$ cat src/hw/wb_bus_pkg.sv
`default_nettype none

// wishbone bus word, byte select and the uncached region
package wb_bus_pkg;

    localparam int WORD_W = 32;

    typedef logic [WORD_W-1:0] word_t;

    // one select bit per byte lane
    typedef logic [WORD_W/8-1:0] sel_t;

    // everything from here up bypasses the cache
    localparam word_t NONCACHE_BASE = 32'hF000_0000;

endpackage

`default_nettype wire

$ cat src/hw/cache_geom_pkg.sv
`default_nettype none

// geometry of the direct-mapped data cache
package cache_geom_pkg;

    import wb_bus_pkg::*;

    // both must be powers of two, at least two words per line
    localparam int BLOCK_WORDS = 2;
    localparam int N_SETS = 64;

    localparam int BYTE_BITS = 2;
    localparam int WORD_BITS = $clog2(BLOCK_WORDS);
    localparam int SET_BITS = $clog2(N_SETS);
    localparam int TAG_BITS = $bits(word_t) - SET_BITS - WORD_BITS - BYTE_BITS;

    typedef logic [TAG_BITS-1:0] tag_t;
    typedef logic [SET_BITS-1:0] set_idx_t;
    typedef logic [WORD_BITS-1:0] word_idx_t;

    // word 0 sits in the low bits
    typedef word_t [BLOCK_WORDS-1:0] line_t;

    // same bus word seen raw or split into cache fields
    typedef union packed {
        word_t raw;
        struct packed {
            tag_t tag;
            set_idx_t set;
            word_idx_t word;
            logic [BYTE_BITS-1:0] byte_off;
        } f;
    } cache_addr_u;

    typedef logic [31:0] count_t;

endpackage

`default_nettype wire

$ cat src/hw/block_mover.sv
`timescale 1ns/100ps
`default_nettype none

module block_mover
    import wb_bus_pkg::*;
    import cache_geom_pkg::*;
(
    input  logic      CLK,
    input  logic      nRST,
    input  logic      start,
    input  logic      single,
    input  logic      we,
    input  word_t     base_adr,
    input  line_t     wr_line,
    input  sel_t      single_sel,
    input  word_t     single_wdata,
    output logic      fill_valid,
    output word_idx_t fill_idx,
    output word_t     fill_word,
    output logic      done,
    output logic      mem_cyc,
    output logic      mem_stb,
    output logic      mem_we,
    output word_t     mem_adr,
    output sel_t      mem_sel,
    output word_t     mem_dat_w,
    input  logic      mem_ack,
    input  word_t     mem_dat_r
);

    enum logic [1:0] {
        MV_IDLE,
        MV_REQ,
        MV_GAP,
        MV_DONE
    } state;

    word_idx_t   cnt;
    cache_addr_u word_adr;
    logic        last_word;

    assign last_word = single || (cnt == word_idx_t'(BLOCK_WORDS - 1));

    // word address inside the line, byte offset dropped
    always_comb begin
        word_adr = cache_addr_u'(base_adr);
        word_adr.f.word = cnt;
        word_adr.f.byte_off = '0;
    end

    // cyc stays up between the words of a line
    assign mem_cyc = (state == MV_REQ) || (state == MV_GAP);
    assign mem_stb = state == MV_REQ;
    assign mem_we = we;
    assign mem_adr = single ? base_adr : word_adr.raw;
    assign mem_sel = single ? single_sel : '1;
    assign mem_dat_w = single ? single_wdata : wr_line[cnt];

    assign fill_valid = mem_stb && mem_ack && !we;
    assign fill_idx = cnt;
    assign fill_word = mem_dat_r;
    assign done = state == MV_DONE;

    always_ff @(posedge CLK or negedge nRST) begin
        if (!nRST) begin
            state <= MV_IDLE;
            cnt <= '0;
        end else begin
            case (state)
                MV_IDLE: begin
                    if (start) begin
                        cnt <= '0;
                        state <= MV_REQ;
                    end
                end
                MV_REQ: begin
                    if (mem_ack) begin
                        if (last_word) begin
                            state <= MV_DONE;
                        end else begin
                            cnt <= cnt + 1'b1;
                            state <= MV_GAP;
                        end
                    end
                end
                // one idle cycle before the next strobe
                MV_GAP: begin
                    state <= MV_REQ;
                end
                MV_DONE: begin
                    state <= MV_IDLE;
                end
                default: begin
                    state <= MV_IDLE;
                end
            endcase
        end
    end

    // a stalled transfer keeps the bus still until memory answers
    hold_while_waiting: assert property (@(posedge CLK) disable iff (!nRST)
        (mem_stb && !mem_ack) |=> mem_stb && $stable(mem_adr) && $stable(mem_we)
            && $stable(mem_dat_w));

endmodule

`default_nettype wire

$ cat config.mk
export PLATFORM = sky130hd
export DESIGN_NAME = block_mover
export DESIGN_NICKNAME = d
export VERILOG_FILES = /design/src/hw/wb_bus_pkg.sv /design/src/hw/cache_geom_pkg.sv /design/src/hw/block_mover.sv
export SDC_FILE = /design/constraint.sdc
export NUM_CORES = 1
export LEC_CHECK = 0
export ABC_AREA = 1
export CAP_MARGIN = 0
export CORE_AREA = 5 5 105 107
export CTS_BUF_LIST = sky130_fd_sc_hd__clkbuf_4
export CTS_CLUSTER_SIZE = 8
export DETAILED_ROUTE_END_ITERATION = 7
export DIE_AREA = 0 0 110 112
export DONT_BUFFER_PORTS = 1
export SLEW_MARGIN = 20
export SYNTH_ARGS = -nofsm -noshare
export SYNTH_HDL_FRONTEND = slang
export SYNTH_SLANG_ARGS = --single-unit
$ cat constraint.sdc
create_clock -name CLK -period 2.3 [get_ports CLK]
set_input_delay 0.23 -clock CLK [delete_from_list [all_inputs] [get_ports CLK]]
set_output_delay 0.23 -clock CLK [all_outputs]
set_load 0.02 [all_outputs]
[After elaboration in Yosys (flattened, before gate mapping)]
Cells that the tools add are included.
Storage, ports and cells
  logic and storage cells: 32
  input bits: 170
  flip-flop bits (word level): 3
  output and inout bits: 106
Operators by class
  mux-type cells: 13
  magnitude comparators: 1
  equality and inequality tests: 6
  reductions and logical operators: 9
  $add $sub $neg: 1
Operator list (count)
  two-way mux 32 bit: 3
  one-hot mux 2 bit (4 select lines): 1
  == test 2 bit, second input constant: 2
  two-way mux 1 bit: 4
  two-way mux 2 bit: 2
  two-way mux 4 bit: 1
  inequality test 2 bit, second input constant: 2
  AND reduction 4 bit: 1
  two-way mux 3 bit: 1
  == test 2 x 1 -> 1 bit, second input constant: 1
  logical AND 1 bit: 2
  zero test 2 bit: 1
  logical OR 1 bit: 2
  less-than comparator 1 x 2 -> 1 bit, second input constant: 1
  inequality test 2 x 1 -> 1 bit, second input constant: 1
  one-hot mux 1 bit (2 select lines): 1
  AND reduction 2 bit: 1
  nonzero test 2 bit: 1
  adder 1 bit, second input constant: 1
  zero test 1 bit: 1

[Longest topological paths before layout]
  depth in word-level cells: 4
  gate-level depth with buffers: 8
  gate-level depth less buffers: 8

[Least setup slack after synthesis]
No wires, ideal clock.
  path type: register to output
  start point: register state[1] in the netlist's numbering
  end point: output fill_valid
  path buffers: 0
  cell stages (with the launch flop): 5
  setup slack: 0.738 ns
  arrival: 1.332 ns
  data required time: 2.070 ns
  path through: dfrtp_1 -> inv_1 -> ha_1 -> inv_1 -> nor3_1
On the way
  longest elaborated chain between the ends: 3
Ends and longest elaborated chain
  from (decl): RTL line block_mover.sv:36  | } state;
  from (signal assigned): RTL line block_mover.sv:66  | state <= MV_IDLE;
  from (signal assigned): RTL line block_mover.sv:73  | state <= MV_REQ;
  from (signal assigned): RTL line block_mover.sv:79  | state <= MV_DONE;
  == test 2 x 1 -> 1 bit: RTL line block_mover.sv:53  | assign mem_stb = state == MV_REQ;
  via mem_stb: RTL line block_mover.sv:22  | output logic mem_stb,
  logical AND 1 bit (2 in series): RTL line block_mover.sv:59  | assign fill_valid = mem_stb && mem_ack && !we;
  to (decl): RTL line block_mover.sv:17  | output logic fill_valid,
The timed path passes the listed nets, and every way through them passes these cells.

[Final worst setup path]
  start point: register state[1] in the netlist's numbering
  end point: output fill_valid
On the way
  longest elaborated chain between the ends: 3
Ends and longest elaborated chain (RTL line)
  == test 2 x 1 -> 1 bit: block_mover.sv:53
  logical AND 1 bit (2 in series): block_mover.sv:59
No other way between the ends.

==> metrics.txt <==
status finished clean; post-synthesis cell count between 200 and 250; Slew headroom 0.575; worst path cell trace inv_1 -> ha_1 -> buf_4 -> inv_1 -> nor3_1; vias in the first global route 1183; gr ovfl total 0; RSZ-0062 raised after global routing false; Syn-to-layout area delta -19.5%; GRT Total Usage 0.0648; die extent in x approximately 110 um; Crit path required time between 2 and 2.5 ns; first-pass GRT wire length just over 6000 um; IO Port Bufs 0; Tightest Pin Transition between 0.6 and 0.7 ns; root buffer cell clkbuf_4; CTS clk-pin slew, worst paths about 0.04 ns; GPL Wtd Cong between 0.6 and 0.7; Static Leak 0.508 nW; antenna violations before repair 0; # rows 37; worst-path fanout max 7; CTS buffer count 3; clock skew around 0.0028 ns; Yosys top cell area share 0.367; Yosys top cell by area buf_4; Ys Warns 0; commonest non-fill, non-tap cell in the layout nand2_1; CP dominant cell by count inv_1; core area 0.0100 sq mm; HP Class in -> async; MaxCap Viol Count 0; Initial DRC Count 48; Longest Clk Path Bufs 2; DRT antenna net count 0; remaining routing DRC violations 0; vias around 1300; Worst Setup End Kind output port; synth top area cells buf_4, nand2_1, nand3_1; Final setup viols 0; Synthesized Nets 416; Seq cells post-synth 3; CTS tree built; WL/cell between 10 and 15 um; Die Ht roughly 110 um; Skew-Pair Late Insertion Delay 0.23 ns; ant diodes 0; Ports ~280; Synth Cell Area about 0.0013 sq mm; number of H-tree levels 1; Unique masters post-synth 14; Final min period ~1.8 ns; slowest stage delay, CP about 0.49 ns; worst path arrival time 1.56 ns; largest net degree at the start of global routing 39; TNS Setup 0 ns; layout cells sized above 1 0.104; clock sink count 3; Peak VDD IR 0.225 mV; Seq/Total Area, Yosys 0.0564; Slew Viols, Final 0; Synth Area per Inst 5.50 sq um; CP Launch Type flip-flop; Initial Utilization 0.133; final cycle utilization of the critical path 0.777; Power Density roughly 850 mW/mm^2; critical path class reg -> out; most frequent cells in the layout nand2_1, nand3_1, inv_1; setup bufs post-CTS 0; Total Power 908 uW; Critical-path top delay cell nor3_1; FMAX approximately 560 MHz; DP HPWL around 3900 um; first-pass iteration count of the detailed router 4; DRT Wirelength about 4600 um; Vias/cell between 3 and 4; Final #Nets 357; die footprint approximately 0.012 sq mm; final-report hold violation count 0
==> flip-flops by register name, indices dropped and copies added (netlist names) <==
name / flops
state: 2
fill_idx: 1
==> cells in the mapped netlist <==
cell     instances
buf_2            7
buf_4           65
dfrtp_1          3
ha_1             4
inv_1            9
inv_2            1
nand2_1        105
nand3_1         34
nor2_1           2
nor2_2           1
nor2_4           1
nor3_1           1
o21ai_0          4
or2_2            5
==> area by class of cell <==
| type | count | area [sq um] |
|---|---|---|
| tap | 136 | 170 |
| inverter | 10 | 37.5 |
| timing repair buffer | 8 | 62.6 |
| fill | 1191 | 8970 |
| clock buffer | 4 | 30.0 |
| multi-input combinational | 157 | 696 |
| sequential | 3 | 75.1 |
==> routing by layer <==
metal / routed length, um / vias up / global-route usage / part of all wire
li1: - / 565 / - / -
met1: 1570 / 553 / 0.0696 / 0.34
met2: 2130 / 104 / 0.104 / 0.46
met3: 639 / 32 / 0.0180 / 0.14
met4: 292 / 0 / 0.0524 / 0.063
met5: 0 / - / 0 / 0
==> through the flow <==
step / hold slack [ns] / instance area, sq um / util / std cells / setup slack [ns]
detailed placement: -0.0653 / 1030 / 0.103 / 313 / 0.748
CTS: 0.245 / 1070 / 0.107 / 318 / 0.490
finish: 0.249 / 1070 / 0.107 / 318 / 0.513
global route: 0.253 / 1070 / 0.107 / 318 / 0.380
global placement: -0.0653 / 1030 / 0.103 / 313 / 0.751
floorplan: -0.0656 / 1330 / - / 242 / 0.738
==> path summary, 6_finish.rpt <==
check	endpoint	slack [ns]	cells past startpoint	from
min in group CLK	fill_idx	0.32	4	single
max in group asynchronous	state[1]	1.90	1	nRST
setup / recovery	fill_valid	0.51	5	state[1]
setup reg to reg	fill_idx	0.97	8	state[0]
hold / removal	fill_idx	0.25	1	nRST
hold reg to reg	state[1]	0.63	2	state[1]
==> report_power, final <==
group          switching, mW  internal (mW)
sequential            0.0395         0.0786
clock                 0.0280         0.0768
combinational          0.495          0.190
total                  0.562          0.345
==> worst max-delay path, delay by kind of cell (launching register included) <==
family,cells,cell delay (ns)
and+or+nand+nor,1,0.49
DFF,1,0.37
buffers and inverters,3,0.32
adders and majority gates,1,0.15
==> repair_timing <==
action,in CTS,in global routing
gates resized for setup,0,0
hold endpoints to repair,3,0
hold buffers,1,0
==> kinds of logic after synthesis <==
logic type | after synthesis | share of synthesized area
adder cells (fa/ha/maj) | 4 | 0.0376
AO/OA/AOI/OAI | 4 | 0.0150
buffers and inverters | 82 | 0.421
AND/OR/NAND/NOR | 149 | 0.470
flip-flops | 3 | 0.0564
Note: power is estimated with default switching activity, not from simulation.
