--- src/hw/wb_bus_pkg.sv ---
`default_nettype none

// wishbone bus word, byte select and the uncached region
package wb_bus_pkg;

    localparam int WORD_W = 32;

    typedef logic [WORD_W-1:0] word_t;

    // one select bit per byte lane
    typedef logic [WORD_W/8-1:0] sel_t;

    // everything from here up bypasses the cache
    localparam word_t NONCACHE_BASE = 32'hF000_0000;

endpackage

`default_nettype wire

--- src/hw/cache_geom_pkg.sv ---
`default_nettype none

// geometry of the direct-mapped data cache
package cache_geom_pkg;

    import wb_bus_pkg::*;

    // both must be powers of two, at least two words per line
    localparam int BLOCK_WORDS = 2;
    localparam int N_SETS = 64;

    localparam int BYTE_BITS = 2;
    localparam int WORD_BITS = $clog2(BLOCK_WORDS);
    localparam int SET_BITS = $clog2(N_SETS);
    localparam int TAG_BITS = $bits(word_t) - SET_BITS - WORD_BITS - BYTE_BITS;

    typedef logic [TAG_BITS-1:0] tag_t;
    typedef logic [SET_BITS-1:0] set_idx_t;
    typedef logic [WORD_BITS-1:0] word_idx_t;

    // word 0 sits in the low bits
    typedef word_t [BLOCK_WORDS-1:0] line_t;

    // same bus word seen raw or split into cache fields
    typedef union packed {
        word_t raw;
        struct packed {
            tag_t tag;
            set_idx_t set;
            word_idx_t word;
            logic [BYTE_BITS-1:0] byte_off;
        } f;
    } cache_addr_u;

    typedef logic [31:0] count_t;

endpackage

`default_nettype wire

--- src/hw/cache_ctrl.sv ---
`timescale 1ns/100ps
`default_nettype none

module cache_ctrl
    import wb_bus_pkg::*;
    import cache_geom_pkg::*;
(
    input  logic      CLK,
    input  logic      nRST,
    input  logic      flush,
    output logic      flush_done,
    input  logic      cpu_cyc,
    input  logic      cpu_stb,
    input  logic      cpu_we,
    input  word_t     cpu_adr,
    input  sel_t      cpu_sel,
    input  word_t     cpu_dat_w,
    output logic      cpu_ack,
    output word_t     cpu_dat_r,
    output count_t    misses,
    output set_idx_t  rd_set,
    input  logic      rd_valid,
    input  logic      rd_dirty,
    input  tag_t      rd_tag,
    input  line_t     rd_line,
    output logic      meta_we,
    output logic      wr_valid,
    output logic      wr_dirty,
    output tag_t      wr_tag,
    output logic      word_we,
    output word_idx_t wr_word_idx,
    output sel_t      wr_sel,
    output word_t     wr_word,
    output logic      mv_start,
    output logic      mv_single,
    output logic      mv_we,
    output word_t     mv_base,
    output line_t     mv_line,
    output sel_t      mv_sel,
    output word_t     mv_wdata,
    input  logic      fill_valid,
    input  word_idx_t fill_idx,
    input  word_t     fill_word,
    input  logic      mv_done
);

    enum logic [2:0] {
        ST_LOOKUP,
        ST_WRITEBACK,
        ST_FETCH,
        ST_BYPASS,
        ST_FLUSH_SCAN,
        ST_FLUSH_WRITE
    } state;

    cache_addr_u req;
    cache_addr_u line_base;
    set_idx_t    scan_set;
    logic        flush_req;
    logic        flush_pend;
    logic        ack_byp;
    word_t       byp_data;
    logic        cacheable;
    logic        hit;
    logic        victim_dirty;
    logic        last_set;

    assign req = cache_addr_u'(cpu_adr);
    assign cacheable = cpu_adr < NONCACHE_BASE;
    assign hit = rd_valid && (rd_tag == req.f.tag);
    assign victim_dirty = rd_valid && rd_dirty;
    assign flush_pend = flush || flush_req;
    assign last_set = scan_set == set_idx_t'(N_SETS - 1);

    // flush walks the sets and everything else indexes by the request
    assign rd_set = (state == ST_FLUSH_SCAN || state == ST_FLUSH_WRITE) ? scan_set : req.f.set;

    // first word address of the line being moved
    always_comb begin
        line_base = '0;
        line_base.f.set = rd_set;
        line_base.f.tag = (state == ST_FETCH) ? req.f.tag : rd_tag;
    end

    assign mv_start = state inside {ST_WRITEBACK, ST_FETCH, ST_BYPASS, ST_FLUSH_WRITE};
    assign mv_single = state == ST_BYPASS;
    assign mv_we = (state == ST_BYPASS) ? cpu_we
                 : (state == ST_WRITEBACK || state == ST_FLUSH_WRITE);
    assign mv_base = mv_single ? cpu_adr : line_base.raw;
    assign mv_line = rd_line;
    assign mv_sel = cpu_sel;
    assign mv_wdata = cpu_dat_w;

    // hit data comes straight from the line during the ack cycle
    assign cpu_dat_r = ack_byp ? byp_data : rd_line[req.f.word];

    always_comb begin
        meta_we = 1'b0;
        wr_valid = 1'b0;
        wr_dirty = 1'b0;
        wr_tag = req.f.tag;
        word_we = 1'b0;
        wr_word_idx = req.f.word;
        wr_sel = cpu_sel;
        wr_word = cpu_dat_w;
        flush_done = 1'b0;
        case (state)
            ST_LOOKUP: begin
                // write hit lands in the ack cycle
                if (cpu_ack && !ack_byp && cpu_we) begin
                    meta_we = 1'b1;
                    wr_valid = 1'b1;
                    wr_dirty = 1'b1;
                    word_we = 1'b1;
                end
            end
            ST_FETCH: begin
                word_we = fill_valid;
                wr_word_idx = fill_idx;
                wr_sel = '1;
                wr_word = fill_word;
                // tag and valid once the whole line is in
                meta_we = mv_done;
                wr_valid = 1'b1;
            end
            ST_FLUSH_SCAN: begin
                if (!victim_dirty) begin
                    meta_we = 1'b1;
                    flush_done = last_set;
                end
            end
            ST_FLUSH_WRITE: begin
                meta_we = mv_done;
                flush_done = mv_done && last_set;
            end
            default: begin
            end
        endcase
    end

    always_ff @(posedge CLK or negedge nRST) begin
        if (!nRST) begin
            state <= ST_LOOKUP;
            scan_set <= '0;
            flush_req <= 1'b0;
            cpu_ack <= 1'b0;
            ack_byp <= 1'b0;
            misses <= '0;
        end else begin
            cpu_ack <= 1'b0;
            ack_byp <= 1'b0;
            if (flush) begin
                flush_req <= 1'b1;
            end
            case (state)
                ST_LOOKUP: begin
                    // nothing new starts while an ack is out
                    if (!cpu_ack) begin
                        // a pending flush waits until the cpu access is acked
                        if (cpu_cyc && cpu_stb) begin
                            if (!cacheable) begin
                                state <= ST_BYPASS;
                            end else if (hit) begin
                                cpu_ack <= 1'b1;
                            end else begin
                                misses <= misses + 1'b1;
                                if (victim_dirty) begin
                                    state <= ST_WRITEBACK;
                                end else begin
                                    state <= ST_FETCH;
                                end
                            end
                        end else if (flush_pend) begin
                            flush_req <= 1'b0;
                            scan_set <= '0;
                            state <= ST_FLUSH_SCAN;
                        end
                    end
                end
                ST_WRITEBACK: begin
                    if (mv_done) begin
                        state <= ST_FETCH;
                    end
                end
                ST_FETCH: begin
                    // return to lookup where the request now hits
                    if (mv_done) begin
                        state <= ST_LOOKUP;
                    end
                end
                ST_BYPASS: begin
                    if (mv_done) begin
                        cpu_ack <= 1'b1;
                        ack_byp <= 1'b1;
                        state <= ST_LOOKUP;
                    end
                end
                ST_FLUSH_SCAN: begin
                    if (victim_dirty) begin
                        state <= ST_FLUSH_WRITE;
                    end else if (last_set) begin
                        state <= ST_LOOKUP;
                    end else begin
                        scan_set <= scan_set + 1'b1;
                    end
                end
                ST_FLUSH_WRITE: begin
                    if (mv_done) begin
                        if (last_set) begin
                            state <= ST_LOOKUP;
                        end else begin
                            scan_set <= scan_set + 1'b1;
                            state <= ST_FLUSH_SCAN;
                        end
                    end
                end
                default: begin
                    state <= ST_LOOKUP;
                end
            endcase
        end
    end

    // read data of an uncached access
    always_ff @(posedge CLK) begin
        if (state == ST_BYPASS && fill_valid) begin
            byp_data <= fill_word;
        end
    end

    // the cpu still holds its strobe while we acknowledge
    ack_needs_stb: assert property (@(posedge CLK) disable iff (!nRST)
        cpu_ack |-> cpu_stb);

    // completion comes only from the scan and lookup resumes next
    flush_done_in_scan: assert property (@(posedge CLK) disable iff (!nRST)
        flush_done |-> (state inside {ST_FLUSH_SCAN, ST_FLUSH_WRITE}) ##1 (state == ST_LOOKUP));

endmodule

`default_nettype wire

--- config.mk ---
export PLATFORM = sky130hd
export DESIGN_NAME = cache_ctrl
export DESIGN_NICKNAME = d
export VERILOG_FILES = /design/src/hw/wb_bus_pkg.sv /design/src/hw/cache_geom_pkg.sv /design/src/hw/cache_ctrl.sv
export SDC_FILE = /design/constraint.sdc
export NUM_CORES = 1
export LEC_CHECK = 0
export BUFFER_PORTS_ARGS = -buffer_cell sky130_fd_sc_hd__buf_2
export CORE_AREA = 4 4 181 183
export DETAILED_ROUTE_END_ITERATION = 8
export DIE_AREA = 0 0 185 187
export SLEW_MARGIN = 20
export SYNTH_ARGS = -nofsm -noshare
export SYNTH_HDL_FRONTEND = slang
export SYNTH_SLANG_ARGS = --single-unit
--- constraint.sdc ---
create_clock -name CLK -period 6.1 [get_ports CLK]
set_clock_uncertainty 0.2 [all_clocks]
set_input_delay 0.915 -clock CLK [delete_from_list [all_inputs] [get_ports CLK]]
set_output_delay 0.915 -clock CLK [all_outputs]
set_load 0.1 [all_outputs]
* After elaboration in Yosys (flattened, before gate mapping)
Index checks and enable logic that the tools add are counted.
** Storage, ports and cells
- Input port bits :: 198
- Flip-flop bits (word level) :: 76
** Cells by class
- Eq/ne operators :: 17
- $lt $le $gt $ge :: 2
- Mux-type cells :: 50
- Add/sub/neg operators :: 2
- Bitwise logic cells :: 2
- Reduce and logical (&&, ||, !) cells :: 19
** Operators with widths (number)
- 32-bit two-way mux :: 5
- 6-bit two-way mux :: 7
- 3-bit two-way mux :: 11
- 32-bit by 1-bit adder with 32-bit output (second input constant) :: 1
- 32-bit < comparator (second input constant) :: 1
- 23-bit equality test :: 1
- 23-bit two-way mux :: 1
- 6-bit one-hot mux with 3 select lines :: 1
- 1-bit two-way mux :: 17
- 3-bit one-hot mux with 5 select lines :: 1
- 2-bit != test (second input constant) :: 6
- 1-bit one-hot mux with 2 select lines :: 4
- 1-bit logical AND :: 7
- 7-bit AND reduction :: 1
- 6-bit by 1-bit adder with 6-bit output (second input constant) :: 1
- 3-bit by 2-bit equality test with 1-bit output (second input constant) :: 2
- 3-bit equality test (second input constant) :: 2
- 6-bit equality test (second input constant) :: 1
- 3-bit != test (second input constant) :: 2
- 6-bit AND reduction :: 1
- 5-bit AND reduction :: 1
- 4-bit two-way mux :: 1
- 4-bit != test (second input constant) :: 1
- 4-bit nonzero test :: 1
- other kinds (11) :: 15

* Logic depth before layout (Yosys ltp)
- Word-level depth :: 7
- Mapped depth :: 8
- Gate-level depth less buffers :: 7

* Worst setup path after synthesis
Ideal clock, no wire load.
- Path type :: register -> output
- From :: reg cpu_ack
- To :: out meta_we
- Cell stages (with the launch flop) :: 5
- Required time :: 4.985 ns
- Arrival :: 5.420 ns
- Buffers on the path :: 0
- Setup slack :: -0.435 ns
- Cells stage by stage :: dfrtp_1 > nand2b_1 > nor4bb_1 > a21oi_1 > o21ai_0
** On the way
- Cells in the longest elaborated chain, start to end :: 4
** Ends and longest elaborated chain
- from (decl) :: line cache_ctrl.sv:18 : output logic cpu_ack,
- from (signal assigned) :: line cache_ctrl.sv:146 : cpu_ack <= 1'b0;
- from (signal assigned) :: line cache_ctrl.sv:150 : cpu_ack <= 1'b0;
- from (signal assigned) :: line cache_ctrl.sv:164 : cpu_ack <= 1'b1;
- 1-bit logical AND (2 in series) :: line cache_ctrl.sv:110 : if (cpu_ack && !ack_byp && cpu_we) begin
- 1-bit two-way mux :: line cache_ctrl.sv:110
- 1-bit one-hot mux with 3 select lines :: line cache_ctrl.sv:107 : case (state)
- to (decl) :: line cache_ctrl.sv:26 : output logic meta_we,
Every way passes these cells.

* Worst setup path in the final report
- From :: in cpu_adr[2]
- To :: out cpu_dat_r[30]
** On the way
- Cells in the longest elaborated chain, start to end :: 3
** Ends and longest elaborated chain
- from (decl) :: line cache_ctrl.sv:15 : input word_t cpu_adr,
- 32-bit two-way mux (not written as such) (2 in series) :: line cache_ctrl.sv:95 : assign cpu_dat_r = ack_byp ? byp_data : rd_line[req.f.word];
- 32-bit two-way mux :: line cache_ctrl.sv:95
- to (decl) :: line cache_ctrl.sv:19 : output word_t cpu_dat_r,
Every way passes these cells. The select of a mux whose other input is x is not followed.

==> summary.md <==
| Metric | Value |
|---|---|
| CTS max path bufs | `2` |
| DIE AREA | `34,600 µm²` |
| Post-synthesis instance total | `630` |
| Static leakage | `4.16 nW` |
| Synthesized area per cell | `9.39 µm²` |
| Most common cell after layout, fill and taps aside | `buf_2` |
| Root Buffer | `clkbuf_16` |
| Most frequent cells in the layout | `buf_2, nand2_1, mux2_2` |
| Via Count | `5,855` |
| DR vias/cell | `4.27` |
| Rel. slew slack | `27.8%` |
| Crit Path Category | `input port to output port` |
| Core Rows | `65` |
| Fmax | `0.260 GHz` |
| I/O pin total | `469` |
| Share of the synthesized area in the top cell type | `18.6%` |
| Cell Count, Final, Fillers Out | `1,371` |
| Max-cap violations | `0` |
| Final period util | `63.1%` |
| Routed wire per std cell | `19.0 µm` |
| Power per standard cell area | `410 nW/µm²` |
| R2R depth | `3` |
| Layout cell share with drive strength beyond 1 | `58.3%` |
| Top cells by area, synth | `dfrtp_1, edfxtp_1, buf_4` |
| Cell area after synthesis | `5920 µm²` |
| Setup_tns | `0 ps` |
| Vias in the first global route | `5,730` |
| Slew @ Worst Pin | `1080 ps` |
| Die Wd | `185 µm` |
| Worst Hold End | `misses[31]` |
| Final wirelength | `26,100 µm` |
| First-pass GRT wire length | `36,500 µm` |
| Routed Antenna Nets | `0` |
| Num CTS Buffers | `9` |
| Starting Density | `18.9%` |
| Hold path start | `misses[31]` |
| Chip height | `187 µm` |
| Setup Viol. Count Final | `0` |
| Remaining Overflow, GRT | `0` |
| Ys async rst share | `57.9%` |
| Hold Path Cell Cnt | `1` |
| Port-buffer cells | `468` |
| Largest net degree at the start of global routing | `66` |
| Clock Latency Late Sink | `350 ps` |
| Final worst path period need | `3850 ps` |
| Max rail drop VDD | `145 µV` |
| Final Max Tran Viols | `0` |
| Initial antenna violation count | `9` |
| Reg2reg start | `state[1]` |
| RePlAce Congestion | `0.935` |
| Placed cell count | `1,350` |
| H-tree Lvls | `3` |
| Ys flop type | `dfrtp_1` |
| DR pass1 iterations | `4` |
| Worst EP arrival | `2740 ps` |
| Fill count | `3,414` |
| Worst path cell trace | `buf_2 -> mux2i_1 -> o21ai_0 -> buf_2` |
| # DRC | `0` |
| Reg2reg end | `byp_data[14]` |
| Worst Setup Start Kind | `input port` |
| Hold Fails Final Rpt | `0` |
| Warnings from Yosys | `0` |
| Most used cell, CP | `buf_2` |
| DRT iter0 DRCs | `292` |
| Critical path launch point | `cpu_adr[2]` |
| Sequential share of the synthesized area | `34.9%` |
| Worst path max stage delay | `800 ps` |
| Clock sink total | `76` |
| CTS tree | `built` |
| Post-CTS Setup Bufs | `0` |
| Setup crit end kind | `output port` |
| Hold/Removal Path Class | `flop to flop` |
| Area leader, netlist | `dfrtp_1` |
| Register bit total from synthesis | `76` |
| Area delta synth->final | `36.8%` |
| Detail Placement HPWL | `22,100 µm` |
| Core area | `31,200 µm²` |
| Crit path max fanout | `34` |
| Count of cell types in the netlist | `50` |
| EDFF count, synth | `32` |
| Net count after synthesis | `830` |
| Resized cells post-CTS | `0` |
| CP required | `4980 ps` |
| Status | `complete, no violations` |
| Worst path slowest cell | `buf_2` |
| Hold_buf cts | `0` |
| All-Layer GR Usage | `14.1%` |
| Nets | `1,159` |
| FF-to-FF setup slack | `3140 ps` |
| RSZ-0062 raised after global routing | `false` |
| Clock-pin transition on the worst setup and hold timing paths | `70 ps` |
area by class of cell:
class | count | area [µm²] | share of cell area [%]
clock inverter | 7 | 87.6 | 1.08
inverter | 10 | 37.5 | 0.464
sequential | 76 | 2060 | 25.5
timing repair buffer | 470 | 2360 | 29.2
clock buffer | 9 | 225 | 2.78
multi-input combinational | 392 | 2800 | 34.6
tap | 402 | 503 | 6.22
antenna | 5 | 12.5 | 0.155
state kept, by name, summed over array words and instances, names as in the netlist:
signal	flops
flush_req	1
cpu_ack	1
scan_set	6
state	3
byp_data	32
ack_byp	1
misses	32
per-layer routing:
layer / wire, µm / track usage (%)
met1: 10300 / 16.4
met2: 12900 / 24.6
met3: 2290 / 3.93
met4: 517 / 4.88
met5: 20 / 0
worst max-delay path, delay by kind of cell:
kind,cells,cell delay (ps)
AOI/OAI and AO/OA,1,340
muxes,1,160
buffers and inverters,2,1300
synthesized netlist by cell type, drive strengths merged, types with 3 or more instances:
library cell / number
buf: 131
nand2: 76
mux2: 59
xor2: 46
dfrtp: 44
o21ai: 43
mux2i: 34
edfxtp: 32
nor3: 22
clkbuf: 21
nor2: 19
nand3: 14
nor4: 11
inv: 10
and3: 9
xnor2: 8
or2: 7
nand2b: 5
nand4: 5
or3: 5
a21o: 3
o31ai: 3
report_power, final:
| group | switching, W | internal (W) |
|---|---|---|
| combinational | 0.00173 | 0.000355 |
| clock | 0.000260 | 0.000329 |
| sequential | 0.0000758 | 0.000568 |
worst max path at each step:
| stage | slack (ps) | cells after the start | end |
|---|---|---|---|
| 6_report | 2250 | 4 | cpu_dat_r[30] |
| 4_1_cts | 2240 | 4 | cpu_dat_r[30] |
| 3_3_place_gp | 2090 | 7 | misses[7] |
| 2_1_floorplan | 710 | 4 | meta_we |
| 3_5_place_dp | 2060 | 7 | misses[7] |
| 5_1_grt | 2150 | 4 | cpu_dat_r[30] |
per-stage QoR:
| step | hold slack, ps | setup WS, ps | cell area (µm²) | power (W) | utilization [%] |
|---|---|---|---|---|---|
| 6_report | 263 | 2250 | 8090 | 0.00332 | 25.9 |
| 5_1_grt | 301 | 2150 | 8090 | 0.00345 | 25.9 |
| 4_1_cts | 271 | 2240 | 8070 | 0.00336 | 25.8 |
| 3_5_place_dp | 259 | 2060 | 7760 | 0.00275 | 24.8 |
| 3_3_place_gp | 257 | 2090 | 7760 | 0.00274 | 24.8 |
| 2_1_floorplan | 270 | 711 | 5920 | 0.00241 | - |
kinds of logic after synthesis:
group	after synthesis	share of synthesized area (%)
adder cells (fa/ha/maj)	2	0.423
multiplexers	93	17.0
AO/OA/AOI/OAI	59	5.69
AND/OR/NAND/NOR	184	15.8
XOR/XNOR	54	8.00
flip-flops	76	34.9
buffers and inverters	162	18.3
Note: power is estimated with default switching activity, not from simulation.
